### config.mk
export PLATFORM = sky130hd
export DESIGN_NAME = div_unit
export DESIGN_NICKNAME = d
export VERILOG_FILES = /design/src/logic/div_fsm_pkg.sv /design/src/logic/div_types_pkg.sv /design/src/logic/div_if.sv /design/src/logic/div32_nonrestoring_skip.sv /design/src/logic/div_issue_ctrl.sv /design/src/logic/div_unit.sv /design/src/logic/msb_encoder.sv
export SDC_FILE = /design/constraint.sdc
export NUM_CORES = 1
export LEC_CHECK = 0
export BUFFER_PORTS_ARGS = -buffer_cell sky130_fd_sc_hd__clkbuf_2
export CAP_MARGIN = 20
export CORE_ASPECT_RATIO = 0.6
export CORE_MARGIN = 2
export CORE_UTILIZATION = 55
export CTS_CLUSTER_DIAMETER = 150
export CTS_CLUSTER_SIZE = 25
export DETAILED_ROUTE_END_ITERATION = 6
export PLACE_DENSITY = 0.71
export SLEW_MARGIN = 20
export SYNTH_ARGS = -nofsm -noshare
export SYNTH_HDL_FRONTEND = slang
export SYNTH_HIERARCHICAL = 1
export SYNTH_SLANG_ARGS = --single-unit
export TNS_END_PERCENT = 5
### constraint.sdc
create_clock -name CLK -period 4.9 [get_ports CLK]
set_input_delay 1.47 -clock CLK [delete_from_list [all_inputs] [get_ports CLK]]
set_output_delay 1.47 -clock CLK [all_outputs]
set_load 0.02 [all_outputs]
### src/logic/div_fsm_pkg.sv
// divider state encoding and counter width imported by the encoder and divider
`default_nettype none

package div_fsm_pkg;

    // bit index of a 32-bit word
    localparam int IDX_W = 5;

    // --------------------------------------------------
    // divider sequence

    typedef enum logic [1:0] {
        DIV_INIT,
        DIV_ITERS,
        DIV_CORRECTION,
        DIV_DONE
    } div_state_t;

endpackage

`default_nettype wire

### src/logic/div_types_pkg.sv
// word width and divide op codes shared by the RTL and the testbench through import
`default_nettype none

package div_types_pkg;

    // --------------------------------------------------
    // data path

    localparam int XLEN = 32;

    // --------------------------------------------------
    // operation codes

    // bit 0 set selects unsigned
    // bit 1 set returns the remainder
    typedef enum logic [1:0] {
        OP_DIV  = 2'b00,
        OP_DIVU = 2'b01,
        OP_REM  = 2'b10,
        OP_REMU = 2'b11
    } div_op_t;

endpackage

`default_nettype wire

### src/logic/div_if.sv
// link between issue controller and divider that the top level instantiates once
`timescale 1ns/1ps
`default_nettype none

interface div_if;
    import div_types_pkg::*;

    // request side
    logic            clear;
    logic            is_signed;
    logic [XLEN-1:0] a;
    logic [XLEN-1:0] b;

    // results hold until the next start
    logic            done;
    logic [XLEN-1:0] quotient;
    logic [XLEN-1:0] remainder;

    modport ctrl (
        output clear, is_signed, a, b,
        input  done, quotient, remainder
    );

    modport core (
        input  clear, is_signed, a, b,
        output done, quotient, remainder
    );

endinterface

`default_nettype wire

### src/logic/div32_nonrestoring_skip.sv
// multi-cycle 32-bit divider started by clear low and answering with a done pulse
`timescale 1ns/1ps
`default_nettype none

module div32_nonrestoring_skip (
    input logic CLK,
    input logic nRST,
    div_if.core dif
);
    import div_types_pkg::*;
    import div_fsm_pkg::*;

    // --------------------------------------------------
    // signals

    div_state_t state, next_state;

    logic             a_neg;
    logic             b_neg;
    logic             b_zero;

    // magnitudes with one spare bit for the sign
    logic [XLEN:0]    a_abs, next_a_abs;
    logic [XLEN:0]    b_abs;
    logic [XLEN:0]    b_abs_neg;

    logic [IDX_W-1:0] msb_index, next_msb_index;
    logic [XLEN-1:0]  msb_mask, next_msb_mask;
    logic [IDX_W-1:0] counter;

    // partial remainder and quotient shift register
    logic [XLEN:0]    acc, next_acc;
    logic [XLEN-1:0]  quot, next_quot;
    logic [XLEN:0]    acc_shift;

    // --------------------------------------------------
    // registers

    always_ff @(posedge CLK, negedge nRST) begin
        if (!nRST) begin
            state     <= DIV_INIT;
            a_neg     <= 1'b0;
            b_neg     <= 1'b0;
            b_zero    <= 1'b0;
            a_abs     <= '0;
            b_abs     <= '0;
            b_abs_neg <= '0;
            msb_index <= '0;
            msb_mask  <= '0;
            counter   <= '0;
            acc       <= '0;
            quot      <= '0;
        end else begin
            state <= dif.clear ? DIV_INIT : next_state;

            // operands are held by the controller for the whole divide
            a_neg  <= dif.is_signed & dif.a[XLEN-1];
            b_neg  <= dif.is_signed & dif.b[XLEN-1];
            b_zero <= (dif.b == '0);
            a_abs  <= next_a_abs;
            if (dif.is_signed & dif.b[XLEN-1]) begin
                b_abs     <= -{1'b1, dif.b};
                b_abs_neg <= {1'b1, dif.b};
            end else begin
                b_abs     <= {1'b0, dif.b};
                b_abs_neg <= -{1'b0, dif.b};
            end

            // leading zeros of the dividend are skipped
            if (state == DIV_INIT) begin
                msb_index <= next_msb_index;
                msb_mask  <= next_msb_mask;
                counter   <= next_msb_index;
            end else begin
                counter <= counter - 1'b1;
            end

            // results hold while idle
            if (!dif.clear) begin
                acc  <= next_acc;
                quot <= next_quot;
            end
        end
    end

    msb_encoder msb_enc0 (
        .vec   (next_a_abs[XLEN-1:0]),
        .index (next_msb_index),
        .mask  (next_msb_mask)
    );

    // --------------------------------------------------
    // next state and datapath

    always_comb begin
        if (dif.is_signed & dif.a[XLEN-1]) begin
            next_a_abs = -{1'b1, dif.a};
        end else begin
            next_a_abs = {1'b0, dif.a};
        end

        // next dividend bit enters from the top of the window
        acc_shift  = {acc[XLEN-1:0], quot[msb_index]};
        next_state = state;
        next_acc   = acc;
        next_quot  = quot;

        case (state)
            DIV_INIT: begin
                next_state = DIV_ITERS;
                next_acc   = '0;
                next_quot  = next_a_abs[XLEN-1:0];
            end
            DIV_ITERS: begin
                if (b_zero) begin
                    next_state = DIV_DONE;
                    next_acc   = {1'b0, dif.a};
                    next_quot  = '1;
                end else if (a_abs < b_abs) begin
                    next_state = DIV_DONE;
                    next_acc   = {1'b0, dif.a};
                    next_quot  = '0;
                end else begin
                    next_state = (counter == '0) ? DIV_CORRECTION : DIV_ITERS;
                    // add back after a negative step
                    if (acc[XLEN]) begin
                        next_acc = acc_shift + b_abs;
                    end else begin
                        next_acc = acc_shift + b_abs_neg;
                    end
                    next_quot = {quot[XLEN-2:0], ~next_acc[XLEN]} & msb_mask;
                end
            end
            DIV_CORRECTION: begin
                next_state = DIV_DONE;
                // restore a negative remainder
                next_acc = acc + (b_abs & {(XLEN + 1){acc[XLEN]}});
                // remainder takes the dividend sign
                if (a_neg) begin
                    next_acc = -next_acc;
                end
                if (a_neg ^ b_neg) begin
                    next_quot = -quot;
                end
            end
            default: begin
                next_state = DIV_INIT;
            end
        endcase
    end

    assign dif.done      = (state == DIV_DONE);
    assign dif.quotient  = quot;
    assign dif.remainder = acc[XLEN-1:0];

    // --------------------------------------------------
    // checks

    // one done pulse per divide
    a_done_pulse: assert property (@(posedge CLK) disable iff (!nRST)
        dif.done |=> !dif.done);

    // last iteration must leave the loop
    a_iter_no_wrap: assert property (@(posedge CLK) disable iff (!nRST)
        (state == DIV_ITERS && counter == '0) |=> (state != DIV_ITERS));

endmodule

`default_nettype wire

### src/logic/div_issue_ctrl.sv
// four-phase request handler that latches operands and feeds the divider
`timescale 1ns/1ps
`default_nettype none

module div_issue_ctrl (
    input  logic                           CLK,
    input  logic                           nRST,
    input  logic                           req,
    input  div_types_pkg::div_op_t         op,
    input  logic [div_types_pkg::XLEN-1:0] a,
    input  logic [div_types_pkg::XLEN-1:0] b,
    output logic                           ack,
    output logic [div_types_pkg::XLEN-1:0] result,
    div_if.ctrl                            dif
);
    import div_types_pkg::*;

    typedef enum logic [1:0] {
        CTRL_IDLE,
        CTRL_BUSY,
        CTRL_ANSWER
    } ctrl_state_t;

    ctrl_state_t     state;
    div_op_t         op_q;
    logic [XLEN-1:0] a_q;
    logic [XLEN-1:0] b_q;

    // --------------------------------------------------
    // handshake

    always_ff @(posedge CLK, negedge nRST) begin
        if (!nRST) begin
            state  <= CTRL_IDLE;
            op_q   <= OP_DIV;
            a_q    <= '0;
            b_q    <= '0;
            result <= '0;
        end else begin
            case (state)
                CTRL_IDLE: begin
                    if (req) begin
                        op_q  <= op;
                        a_q   <= a;
                        b_q   <= b;
                        state <= CTRL_BUSY;
                    end
                end
                CTRL_BUSY: begin
                    if (dif.done) begin
                        result <= op_q[1] ? dif.remainder : dif.quotient;
                        state  <= CTRL_ANSWER;
                    end
                end
                CTRL_ANSWER: begin
                    // wait for the requester to drop req
                    if (!req) begin
                        state <= CTRL_IDLE;
                    end
                end
                default: begin
                    state <= CTRL_IDLE;
                end
            endcase
        end
    end

    assign ack           = (state == CTRL_ANSWER);
    // divider runs only while busy
    assign dif.clear     = (state != CTRL_BUSY);
    assign dif.is_signed = ~op_q[0];
    assign dif.a         = a_q;
    assign dif.b         = b_q;

    // ack follows req in both directions
    a_ack_rise: assert property (@(posedge CLK) disable iff (!nRST)
        $rose(ack) |-> $past(req));
    a_ack_fall: assert property (@(posedge CLK) disable iff (!nRST)
        $fell(ack) |-> !$past(req));

endmodule

`default_nettype wire

### src/logic/div_unit.sv
// divide unit top level that a core or testbench drives through req and ack
`timescale 1ns/1ps
`default_nettype none

module div_unit (
    input  logic                           CLK,
    input  logic                           nRST,
    input  logic                           req,
    input  logic [1:0]                     op,
    input  logic [div_types_pkg::XLEN-1:0] a,
    input  logic [div_types_pkg::XLEN-1:0] b,
    output logic                           ack,
    output logic [div_types_pkg::XLEN-1:0] result
);
    import div_types_pkg::*;

    div_op_t op_enum;

    assign op_enum = div_op_t'(op);

    div_if dif0 ();

    div_issue_ctrl ctrl0 (
        .CLK    (CLK),
        .nRST   (nRST),
        .req    (req),
        .op     (op_enum),
        .a      (a),
        .b      (b),
        .ack    (ack),
        .result (result),
        .dif    (dif0)
    );

    div32_nonrestoring_skip div0 (
        .CLK  (CLK),
        .nRST (nRST),
        .dif  (dif0)
    );

endmodule

`default_nettype wire

### src/logic/msb_encoder.sv
// combinational highest-set-bit finder giving index and fill mask for the divider
`timescale 1ns/1ps
`default_nettype none

module msb_encoder (
    input  logic [div_types_pkg::XLEN-1:0] vec,
    output logic [div_fsm_pkg::IDX_W-1:0]  index,
    output logic [div_types_pkg::XLEN-1:0] mask
);
    import div_types_pkg::*;
    import div_fsm_pkg::*;

    // scan downward so the first set bit seen is the top one
    always_comb begin
        logic seen;
        seen  = 1'b0;
        index = '0;
        mask  = '0;
        for (int i = XLEN - 1; i >= 0; i--) begin
            if (vec[i] && !seen) begin
                index = IDX_W'(i);
            end
            seen    = seen | vec[i];
            // ones from the top bit down
            mask[i] = seen;
        end
    end

endmodule

`default_nettype wire
==> results of run 1 <==
## cell families after synthesis
group	synth area share
AOI/OAI and AO/OA	0.151
xor gates and xnor gates	0.0791
adders and majority gates	0.0649
buffers and inverters	0.0501
DFF	0.369
muxes	0.120
other	0.000178
and+or+nand+nor	0.166
## synthesized netlist by cell type (68+ instances only)
cell / instances / area [um^2]
mux2_2: 170 / 1910
o21ai_0: 200 / 1000
dfrtp_1: 310 / 7760
clkbuf_1: 80 / 300
a21oi_1: 101 / 505
ha_1: 106 / 1330
xor2_1: 88 / 771
xnor2_1: 102 / 893
nand2_1: 197 / 739
nor2_1: 126 / 473
inv_1: 83 / 312
nand3_1: 68 / 340
## cells in the final DEF, fill, tap and decap left out, types with 13 or more instances in the layout
| master | instances |
|---|---|
| dfrtp_1 | 309 |
| o21ai_0 | 198 |
| nand2_1 | 197 |
| mux2_2 | 170 |
| nor2_1 | 126 |
| ha_1 | 104 |
| xnor2_1 | 102 |
| a21oi_1 | 100 |
| clkbuf_2 | 100 |
| xor2_1 | 88 |
| inv_1 | 83 |
| nand3_1 | 68 |
| buf_4 | 63 |
| nor3_1 | 42 |
| and2_1 | 37 |
| and3_1 | 37 |
| a21o_1 | 36 |
| mux2_1 | 29 |
| or3_1 | 25 |
| a22oi_1 | 25 |
| nand4_1 | 23 |
| nor4_1 | 21 |
| clkbuf_16 | 17 |
| o31ai_1 | 17 |
| o21a_1 | 16 |
| nand2b_1 | 15 |
| or4_1 | 15 |
| o211ai_1 | 13 |
## critical path, cell delays in order, from the launching register on
cell and delay, ns:
dfrtp_1 0.39, buf_12 0.15, mux4_2 0.52, mux4_2 0.55, nand2_1 0.10, nand2_1 0.13, ha_1 0.23, inv_1 0.07
fa_1 0.19, nor2b_1 0.07, o2111ai_1 0.26, a31oi_1 0.21, a31oi_2 0.36, o211ai_1 0.22, a31oi_2 0.33, o2111ai_1 0.18
a21oi_1 0.23, xnor2_1 0.21, a22oi_1 0.21, o21ai_0 0.11
## area by class of cell
| cell class | instances | area, um^2 | share of cell area |
|---|---|---|---|
| Multi-Input combinational cell | 1708 | 12300 | 0.545 |
| Sequential cell | 310 | 7760 | 0.343 |
| Timing Repair Buffer | 171 | 1110 | 0.0493 |
| Tap cell | 513 | 642 | 0.0284 |
| Clock buffer | 18 | 429 | 0.0190 |
| Inverter | 84 | 315 | 0.0140 |
| Clock inverter | 1 | 16.3 | 0.000720 |
## power breakdown
part	internal, W	switching (W)	total (W)
Sequential	0.00367	0.00126	0.00493
Clock	0.000637	0.000868	0.00150
Combinational	0.00372	0.00543	0.00916
## through the flow
step / utilization / cell area, um^2 / cells / setup slack (ns) / hold slack, ns
2_1_floorplan: - / 21000 / 2247 / 0.591 / 0.411
3_3_place_gp: 0.585 / 22100 / 2785 / 0.0991 / 0.458
3_5_place_dp: 0.585 / 22100 / 2785 / -0.00190 / 0.463
4_1_cts: 0.597 / 22500 / 2804 / 0.000702 / 0.484
5_1_grt: 0.599 / 22600 / 2805 / -0.0501 / 0.495
6_report: 0.599 / 22600 / 2805 / 0.0272 / 0.480
## worst paths after layout
kind                              startpoint           endpoint  slack (ns)  depth (start not counted)
setup / recovery           div0/msb_index[0]       div0/acc[32]        0.03                         19
setup reg to reg           div0/msb_index[0]       div0/acc[32]        0.03                         19
hold reg to reg               ctrl0/dif.b[0]  div0/b_abs_neg[0]        0.48                          0
max in group asynchronous               nRST  div0/b_abs_neg[4]        2.93                          2
hold / removal                ctrl0/dif.b[0]  div0/b_abs_neg[0]        0.48                          0
min in group asynchronous               nRST     div0/b_abs[30]        0.98                          1
## metal layers
metal,vias up,track usage
met5,-,0
met4,0,0.0767
met3,93,0.0529
met2,841,0.470
met1,8582,0.460
li1,8086,-
## repair_timing
action,in CTS,in global routing
pin swaps,0,3
cloned,0,0
hold buffers,0,0
gates resized for setup,2,12
setup endpoints to repair,4,28
==> flow_summary.ini, run 1 <==
[clock_tree]
numClockSinks = 310
cts_max_level = 1
clk_pin_slew_ns = 0.11
cts_root_buffer = clkbuf_16
cts_tree = yes
insertion_delay_ns = 0.55
post-cts-setup-buffers = 0
cts_inserted_buffers = 16
cts_buffer_depth = 3

[detailed_routing]
postRouteAntennaNets = 0
first_pass_iters = 5
wl_um = 62000
routedWlPerCell_um = 22.1
viasPerCell = 6.28
drtIter0Drc = 2273
m1WireLength_um = 28500
drc = 0
wl_met2_um = 26700
met3WireLength_um = 5310
highest_layer = met4
num_vias = 17600

[sta]
hold_viol_final = 0
maxSlewHeadroom = 0.322
rsz0062_at_grt = true
worstMarginPinSlew_ns = 1.02
fmax_ghz = 0.205
fin_crit_ns = 4.87
maxSlewViolCount = 0
post-route-period-util = 0.994
setup_tns_ns = 0
skew_ns = 0.0230
finalSetupViolCount = 0

[layout]
synthToLayoutAreaGrowth_pct = 7.41
fin_nets = 2468
n_fill_cell = 3311
drive_gt1_frac = 0.181
top_regs = div0/a_abs: 33 flops, div0/acc: 33 flops, div0/b_abs_neg: 33 flops
antenna_cells = 0

[synth]
ys.flop_type = dfrtp_1
synth-seq-cells = 310
syn_area_per_cell_um2 = 9.37
synth-edff-count = 0
yosysWarnings = 6
syn_inst = 2246
synth_cell_types = 93
seq_area_frac_synth = 0.369
synth-async-reset-ratio = 1.00
syn_area_um2 = 21000

[worst_setup_path]
critPathCaptureType = flop
criticalPathCategory = reg -> reg
required_ns = 5.31
worstPathMaxFanout = 9
cp_data_arrival_time_ns = 5.28
crit_path_start_kind = flop

[global_route]
grt_usage = 0.310
grt_antenna_before_repair = 0
grt_pass1_wl_um = 97000
grt_pass1_vias = 16900
grt_max_degree = 108
overflow = 0

[die]
die_area_um2 = 39900
die_x_um = 256
fp.coreArea_um2 = 37700
initial_core_util = 0.558
die_h_um = 156
ios = 102
fp-row-count = 55

[placement]
gp_congestion = 0.972
io_buffers = 101
dp_hpwl_um = 47100

[pwr]
peakVddDrop_v = 0.000315
powerDensity_nw_per_um2 = 690
leakage_nw = 9.86
p_total_w = 0.0156

[hold_path]
hp-class = reg -> reg

[status]
status = finished, final reports clean

[job]
drv_cap = 0
Note: power is estimated with default switching activity, not from simulation.
==> run 2: changes to the inputs <==
--- a/config.mk
+++ b/config.mk
@@ -13,6 +13,7 @@
 export CTS_CLUSTER_DIAMETER = 150
 export CTS_CLUSTER_SIZE = 25
 export DETAILED_ROUTE_END_ITERATION = 6
+export MAX_ROUTING_LAYER = met4
 export PLACE_DENSITY = 0.71
 export SLEW_MARGIN = 20
 export SYNTH_ARGS = -nofsm -noshare
==> run 2 against run 1 <==
Non-clock buffer count rose by 4. Flip-flop and latch count is the same. Sequential share of layout area is 0.18 points lower. Combinational power increased by 0.4%. Cell area up 0.53%. Cell count grew 0.18%. Sequential power hardly changed. Clock power is essentially flat. Maximum frequency is 2.4% higher. Highest routed layer unchanged. Worst setup slack improved by 0.12 ns.
==> flow_summary.ini, run 2 (synthesis results as in run 1) <==
[status]
status = finished, final reports clean

[layout]
fin_cells = 2810
drive_gt1_frac = 0.187
synthToLayoutAreaGrowth_pct = 7.98
n_fill_cell = 3326
fin_nets = 2472
mostFrequentLayoutCells = dfrtp_1, nand2_1, o21ai_0
top_regs = div0/a_abs: 33 flops, div0/acc: 33 flops, div0/b_abs_neg: 33 flops
final_common_cell = dfrtp_1

[sta]
skew_ns = 0.0203
fmax_ghz = 0.210
finalSetupViolCount = 0
maxSlewViolCount = 0
maxSlewHeadroom = 0.287
rsz0062_at_grt = true
fin_crit_ns = 4.76
post-route-period-util = 0.971
hold_viol_final = 0
worstMarginPinSlew_ns = 1.07
setup_ws_ns = 0.143
holdWs_ns = 0.479

[die]
initial_core_util = 0.558
fp-row-count = 55
die_h_um = 156
die_x_um = 256
fp.coreArea_um2 = 37700
die_area_um2 = 39900
ios = 102

[detailed_routing]
routedWlPerCell_um = 22.0
first_pass_iters = 5
viasPerCell = 6.25
wl_um = 61900
drc = 0
drtIter0Drc = 1998
postRouteAntennaNets = 0
num_vias = 17600

[placement]
io_buffers = 101
pre_cts_ws_ns = -0.0109
place_inst = 2786
gp_congestion = 0.997
dp_hpwl_um = 47000

[pwr]
leakage_nw = 9.91
power_frac_comb = 0.587
powerDensity_nw_per_um2 = 689
seqPwrFrac = 0.316
switching_share = 0.486
clock_power_share = 0.096
peakVddDrop_v = 0.000366
p_sw_w = 0.00761
power.internal_w = 0.00805

[clock_tree]
postCtsHoldBufs = 0
cts_buffer_depth = 3
clk_pin_slew_ns = 0.09
cts_root_buffer = clkbuf_16
cts_tree = yes
cts_max_level = 1
cts_inserted_buffers = 16
numClockSinks = 310
insertion_delay_ns = 0.54

[global_route]
overflow = 0
grt_antenna_before_repair = 1
grt_pass1_vias = 16600
grt_usage = 0.319
grt_max_degree = 110
grt_pass1_wl_um = 96700

[worst_setup_path]
cp_data_arrival_time_ns = 5.18
crit_chain = nor4_2, nand4b_1, nor3_1, buf_4, nand2_1, or4_1, nor4_2, a21oi_1, xor2_1, nor3_4, nand4_2, nor3_4, nand3_2, or3_1, mux2_2
worstPathMaxFanout = 8
criticalPathCategory = reg -> reg
crit_path_start_kind = flop
cpPeakStageDelay_ns = 0.47
slowest_stage = dfrtp_1
required_ns = 5.32
critPathCaptureType = flop

[hold_path]
hp-class = reg -> reg

[job]
drv_cap = 0
-- run 2: cell types whose count changed in the layout (fill, tap and decap cells not counted), moves of 2 or more --
cell	before	now
xnor2_2	0	2
buf_4	63	67
xnor2_1	102	100
buf_12	5	7
o21ai_0	198	196
-- run 2: layout make-up --
cell class                      instances  area, um^2  area share
Multi-Input combinational cell       1708       12400       0.546
Inverter                               84         315      0.0139
Clock inverter                          1        16.3    0.000716
Sequential cell                       310        7760       0.342
Timing Repair Buffer                  175        1160      0.0510
Tap cell                              513         642      0.0283
Clock buffer                           18         429      0.0189
Antenna cell                            1        2.50    0.000110
-- run 2: through the flow --
stage | TNS (ns) | util | total power [W] | cell area, um^2
final | 0 | 0.602 | 0.0157 | 22700
after global routing | -0.0423 | 0.602 | 0.0168 | 22700
after CTS | 0 | 0.598 | 0.0154 | 22500
after detailed placement | -0.0109 | 0.586 | 0.0138 | 22100
after global placement | 0 | 0.586 | 0.0136 | 22100
after floorplan | 0 | - | 0.0110 | 21000
-- run 2: power by group through the flow --
stage / clock network (W) / registers [W] / logic [W]
after CTS: 0.00155 / 0.00492 / 0.00893
final: 0.00151 / 0.00495 / 0.00920
after global routing: 0.00163 / 0.00508 / 0.0101
after floorplan: 0 / 0.00456 / 0.00641
after global placement: 0 / 0.00493 / 0.00866
after detailed placement: 0 / 0.00497 / 0.00886
-- run 2: layer usage --
metal	vias up	track usage	part of all wire
li1	8113	-	-
met1	8654	0.466	0.47
met2	705	0.461	0.43
met3	78	0.0538	0.081
met4	0	0.0767	0.024
met5	-	-	0
-- run 2: what timing repair did --
action                                  in CTS  in global routing
setup buffers                                0                  4
endpoints found under the setup margin       1                 39
resized for setup                            1                 26
endpoints found under the hold margin        0                  0
pin swaps                                    0                  6
gates cloned                                 0                  0
-- run 2: final timing paths --
path                           startpoint           endpoint  slack [ns]  depth (start not counted)
min in group asynchronous            nRST    ctrl0/dif.b[29]        0.99                          1
max in group asynchronous            nRST  div0/b_abs_neg[2]        2.97                          2
min                        ctrl0/dif.b[0]  div0/b_abs_neg[0]        0.48                          0
max                        ctrl0/dif.a[0]   div0/msb_mask[0]        0.14                         15
max reg2reg                ctrl0/dif.a[0]   div0/msb_mask[0]        0.14                         15
min reg2reg                ctrl0/dif.b[0]  div0/b_abs_neg[0]        0.48                          0
-- run 2: worst max-delay path: cells and delay by family, from the launching register on --
kind            cells  cell delay (ns)
xor+xnor            1             0.20
flops               1             0.47
compound gates      1             0.14
mux                 1             0.26
simple gates       11             3.37
buf+inv             1             0.20
==> run 3: changes to the inputs <==
--- a/config.mk
+++ b/config.mk
@@ -14,7 +14,7 @@
 export CTS_CLUSTER_SIZE = 25
 export DETAILED_ROUTE_END_ITERATION = 6
 export MAX_ROUTING_LAYER = met4
-export PLACE_DENSITY = 0.71
+export PLACE_DENSITY = 0.73
 export SLEW_MARGIN = 20
 export SYNTH_ARGS = -nofsm -noshare
 export SYNTH_HDL_FRONTEND = slang
==> constraint.sdc (replaced) <==
create_clock -name CLK -period 4.1 [get_ports CLK]
set_input_delay 1.23 -clock CLK [delete_from_list [all_inputs] [get_ports CLK]]
set_output_delay 1.23 -clock CLK [all_outputs]
set_load 0.02 [all_outputs]
==> run 3 against run 2 <==
Clock-buffer cell count did not move. Worst setup slack got worse by 0.56 ns. Highest routed layer unchanged. The run now ends with setup timing left. Largest power group unchanged. Total power is 30% higher.
==> flow_summary.ini, run 3 (synthesis results as in run 1) <==
[detailed_routing]
num_vias = 18800
drc = 0
wl_um = 66800
postRouteAntennaNets = 0
routedWlPerCell_um = 21.8
first_pass_iters = 6
drtIter0Drc = 2215
viasPerCell = 6.14

[sta]
worstMarginPinSlew_ns = 1.02
hold_viol_final = 0
holdWs_ns = 0.493
maxSlewHeadroom = 0.314
setup_ws_ns = -0.420
fin_crit_ns = 4.52
fmax_ghz = 0.221
skew_ns = 0.0220
post-route-period-util = 1.10
finalSetupViolCount = 38
maxSlewViolCount = 0
rsz0062_at_grt = true

[layout]
synthToLayoutAreaGrowth_pct = 18.2
multi_input_area_um2 = 12600
final-seq-area_um2 = 7760
drive_gt1_frac = 0.284
n_fill_cell = 3099
mostFrequentLayoutCells = buf_4, dfrtp_1, nand2_1
final_util = 0.659
final_cell_area_um2 = 24900
final_common_cell = buf_4
fin_nets = 2726
top_regs = div0/a_abs: 33 flops, div0/acc: 33 flops, div0/b_abs_neg: 33 flops

[die]
ios = 102
fp.coreArea_um2 = 37700
die_x_um = 256
initial_core_util = 0.558
die_h_um = 156
fp-row-count = 55
die_area_um2 = 39900

[placement]
dp_hpwl_um = 50400
gp_congestion = 1.02
io_buffers = 101
placedInstanceArea_um2 = 24000
pre_cts_ws_ns = -0.644

[hold_path]
hp-class = reg -> reg

[pwr]
clock_power_share = 0.089
leakage_nw = 11.2
seqPwrFrac = 0.272
p_total_w = 0.0204
p_sw_w = 0.00972
power_frac_comb = 0.639
powerDensity_nw_per_um2 = 821
power.internal_w = 0.0107
peakVddDrop_v = 0.000539
switching_share = 0.476

[global_route]
grt_usage = 0.345
grt_max_degree = 92
overflow = 0
grt_pass1_wl_um = 105000
grt_antenna_before_repair = 1
grt_pass1_vias = 18500

[clock_tree]
cts_root_buffer = clkbuf_16
insertion_delay_ns = 0.55
postCtsHoldBufs = 0
numClockSinks = 310
cts_buffer_depth = 3
cts_max_level = 1
cts_inserted_buffers = 16
clk_pin_slew_ns = 0.11
cts_tree = yes

[worst_setup_path]
criticalPathCategory = reg -> reg
worstPathMaxFanout = 7
required_ns = 4.51
crit_path_start_kind = flop
critPathCaptureType = flop
cp_data_arrival_time_ns = 4.93

[status]
status = finished, violations left
violations = setup timing

[job]
drv_cap = 0
-- run 3: changes by cell type in the layout (fill, tap and decap cells not counted), moves of 5 or more --
cell,previous run,this run
nor3_1,41,36
buf_4,67,319
o21ai_0,196,186
o21ai_1,13,22
-- run 3: worst max-delay path, stage by stage, from the launching register on --
cell	delay, ns
dfrtp_2	0.51
and2_1	0.17
ha_1	0.17
inv_1	0.06
fa_1	0.37
nand2b_1	0.21
a21oi_4	0.21
o211ai_2	0.18
o211ai_1	0.55
a2111oi_1	0.17
a311o_1	0.37
or4_4	0.56
nor3_4	0.23
a31oi_1	0.14
xnor2_1	0.26
buf_4	0.15
o21ai_1	0.05
-- run 3: metal layers --
layer	routed length (um)	GRT usage	up-vias	part of all wire
li1	-	-	8620	-
met1	29500	0.482	9189	0.44
met2	29000	0.512	860	0.43
met3	5760	0.0600	143	0.086
met4	2480	0.112	0	0.037
met5	0	-	-	0
-- run 3: final cells by class --
cell class / instances / area share
antenna: 1 / 0.000101
clock buffer: 18 / 0.0173
clock inverter: 1 / 0.000654
inverter: 84 / 0.0127
multi-input combinational: 1708 / 0.508
sequential: 310 / 0.312
tap: 513 / 0.0258
timing repair buffer: 429 / 0.123
-- run 3: metrics by stage --
step,setup TNS [ns],std cells
finish,-7.12,3064
global route,-14.71,3064
CTS,-3.87,3063
detailed placement,-15.82,3040
global placement,-9.88,3040
floorplan,-0.00400,2247
-- run 3: worst paths after layout --
check,startpoint,to,slack (ns),cells past startpoint
worst max-delay path,div0/acc[32],div0/acc[32],-0.42,16
worst min-delay path,ctrl0/dif.b[0],div0/b_abs_neg[0],0.49,0
worst max register to register,div0/acc[32],div0/acc[32],-0.42,16
worst min register to register,ctrl0/dif.b[0],div0/b_abs_neg[0],0.49,0
max in group asynchronous,nRST,div0/acc[32],2.57,2
min in group asynchronous,nRST,div0/b_abs[30],0.61,1
-- run 3: repair_timing --
action | 4_1_cts | 5_1_grt
buffers inserted | 4 | 0
gates cloned | 0 | 0
endpoints found under the setup margin | 54 | 58
pin swaps | 29 | 15
resized for setup | 57 | 36
-- run 3: power groups by stage --
| stage | Sequential [W] | Combinational (W) | Clock [W] |
|---|---|---|---|
| 3_3_place_gp | 0.00550 | 0.0119 | 0 |
| 4_1_cts | 0.00552 | 0.0126 | 0.00185 |
| 3_5_place_dp | 0.00557 | 0.0123 | 0 |
| 2_1_floorplan | 0.00545 | 0.00766 | 0 |
| 6_report | 0.00555 | 0.0131 | 0.00182 |
| 5_1_grt | 0.00569 | 0.0141 | 0.00197 |
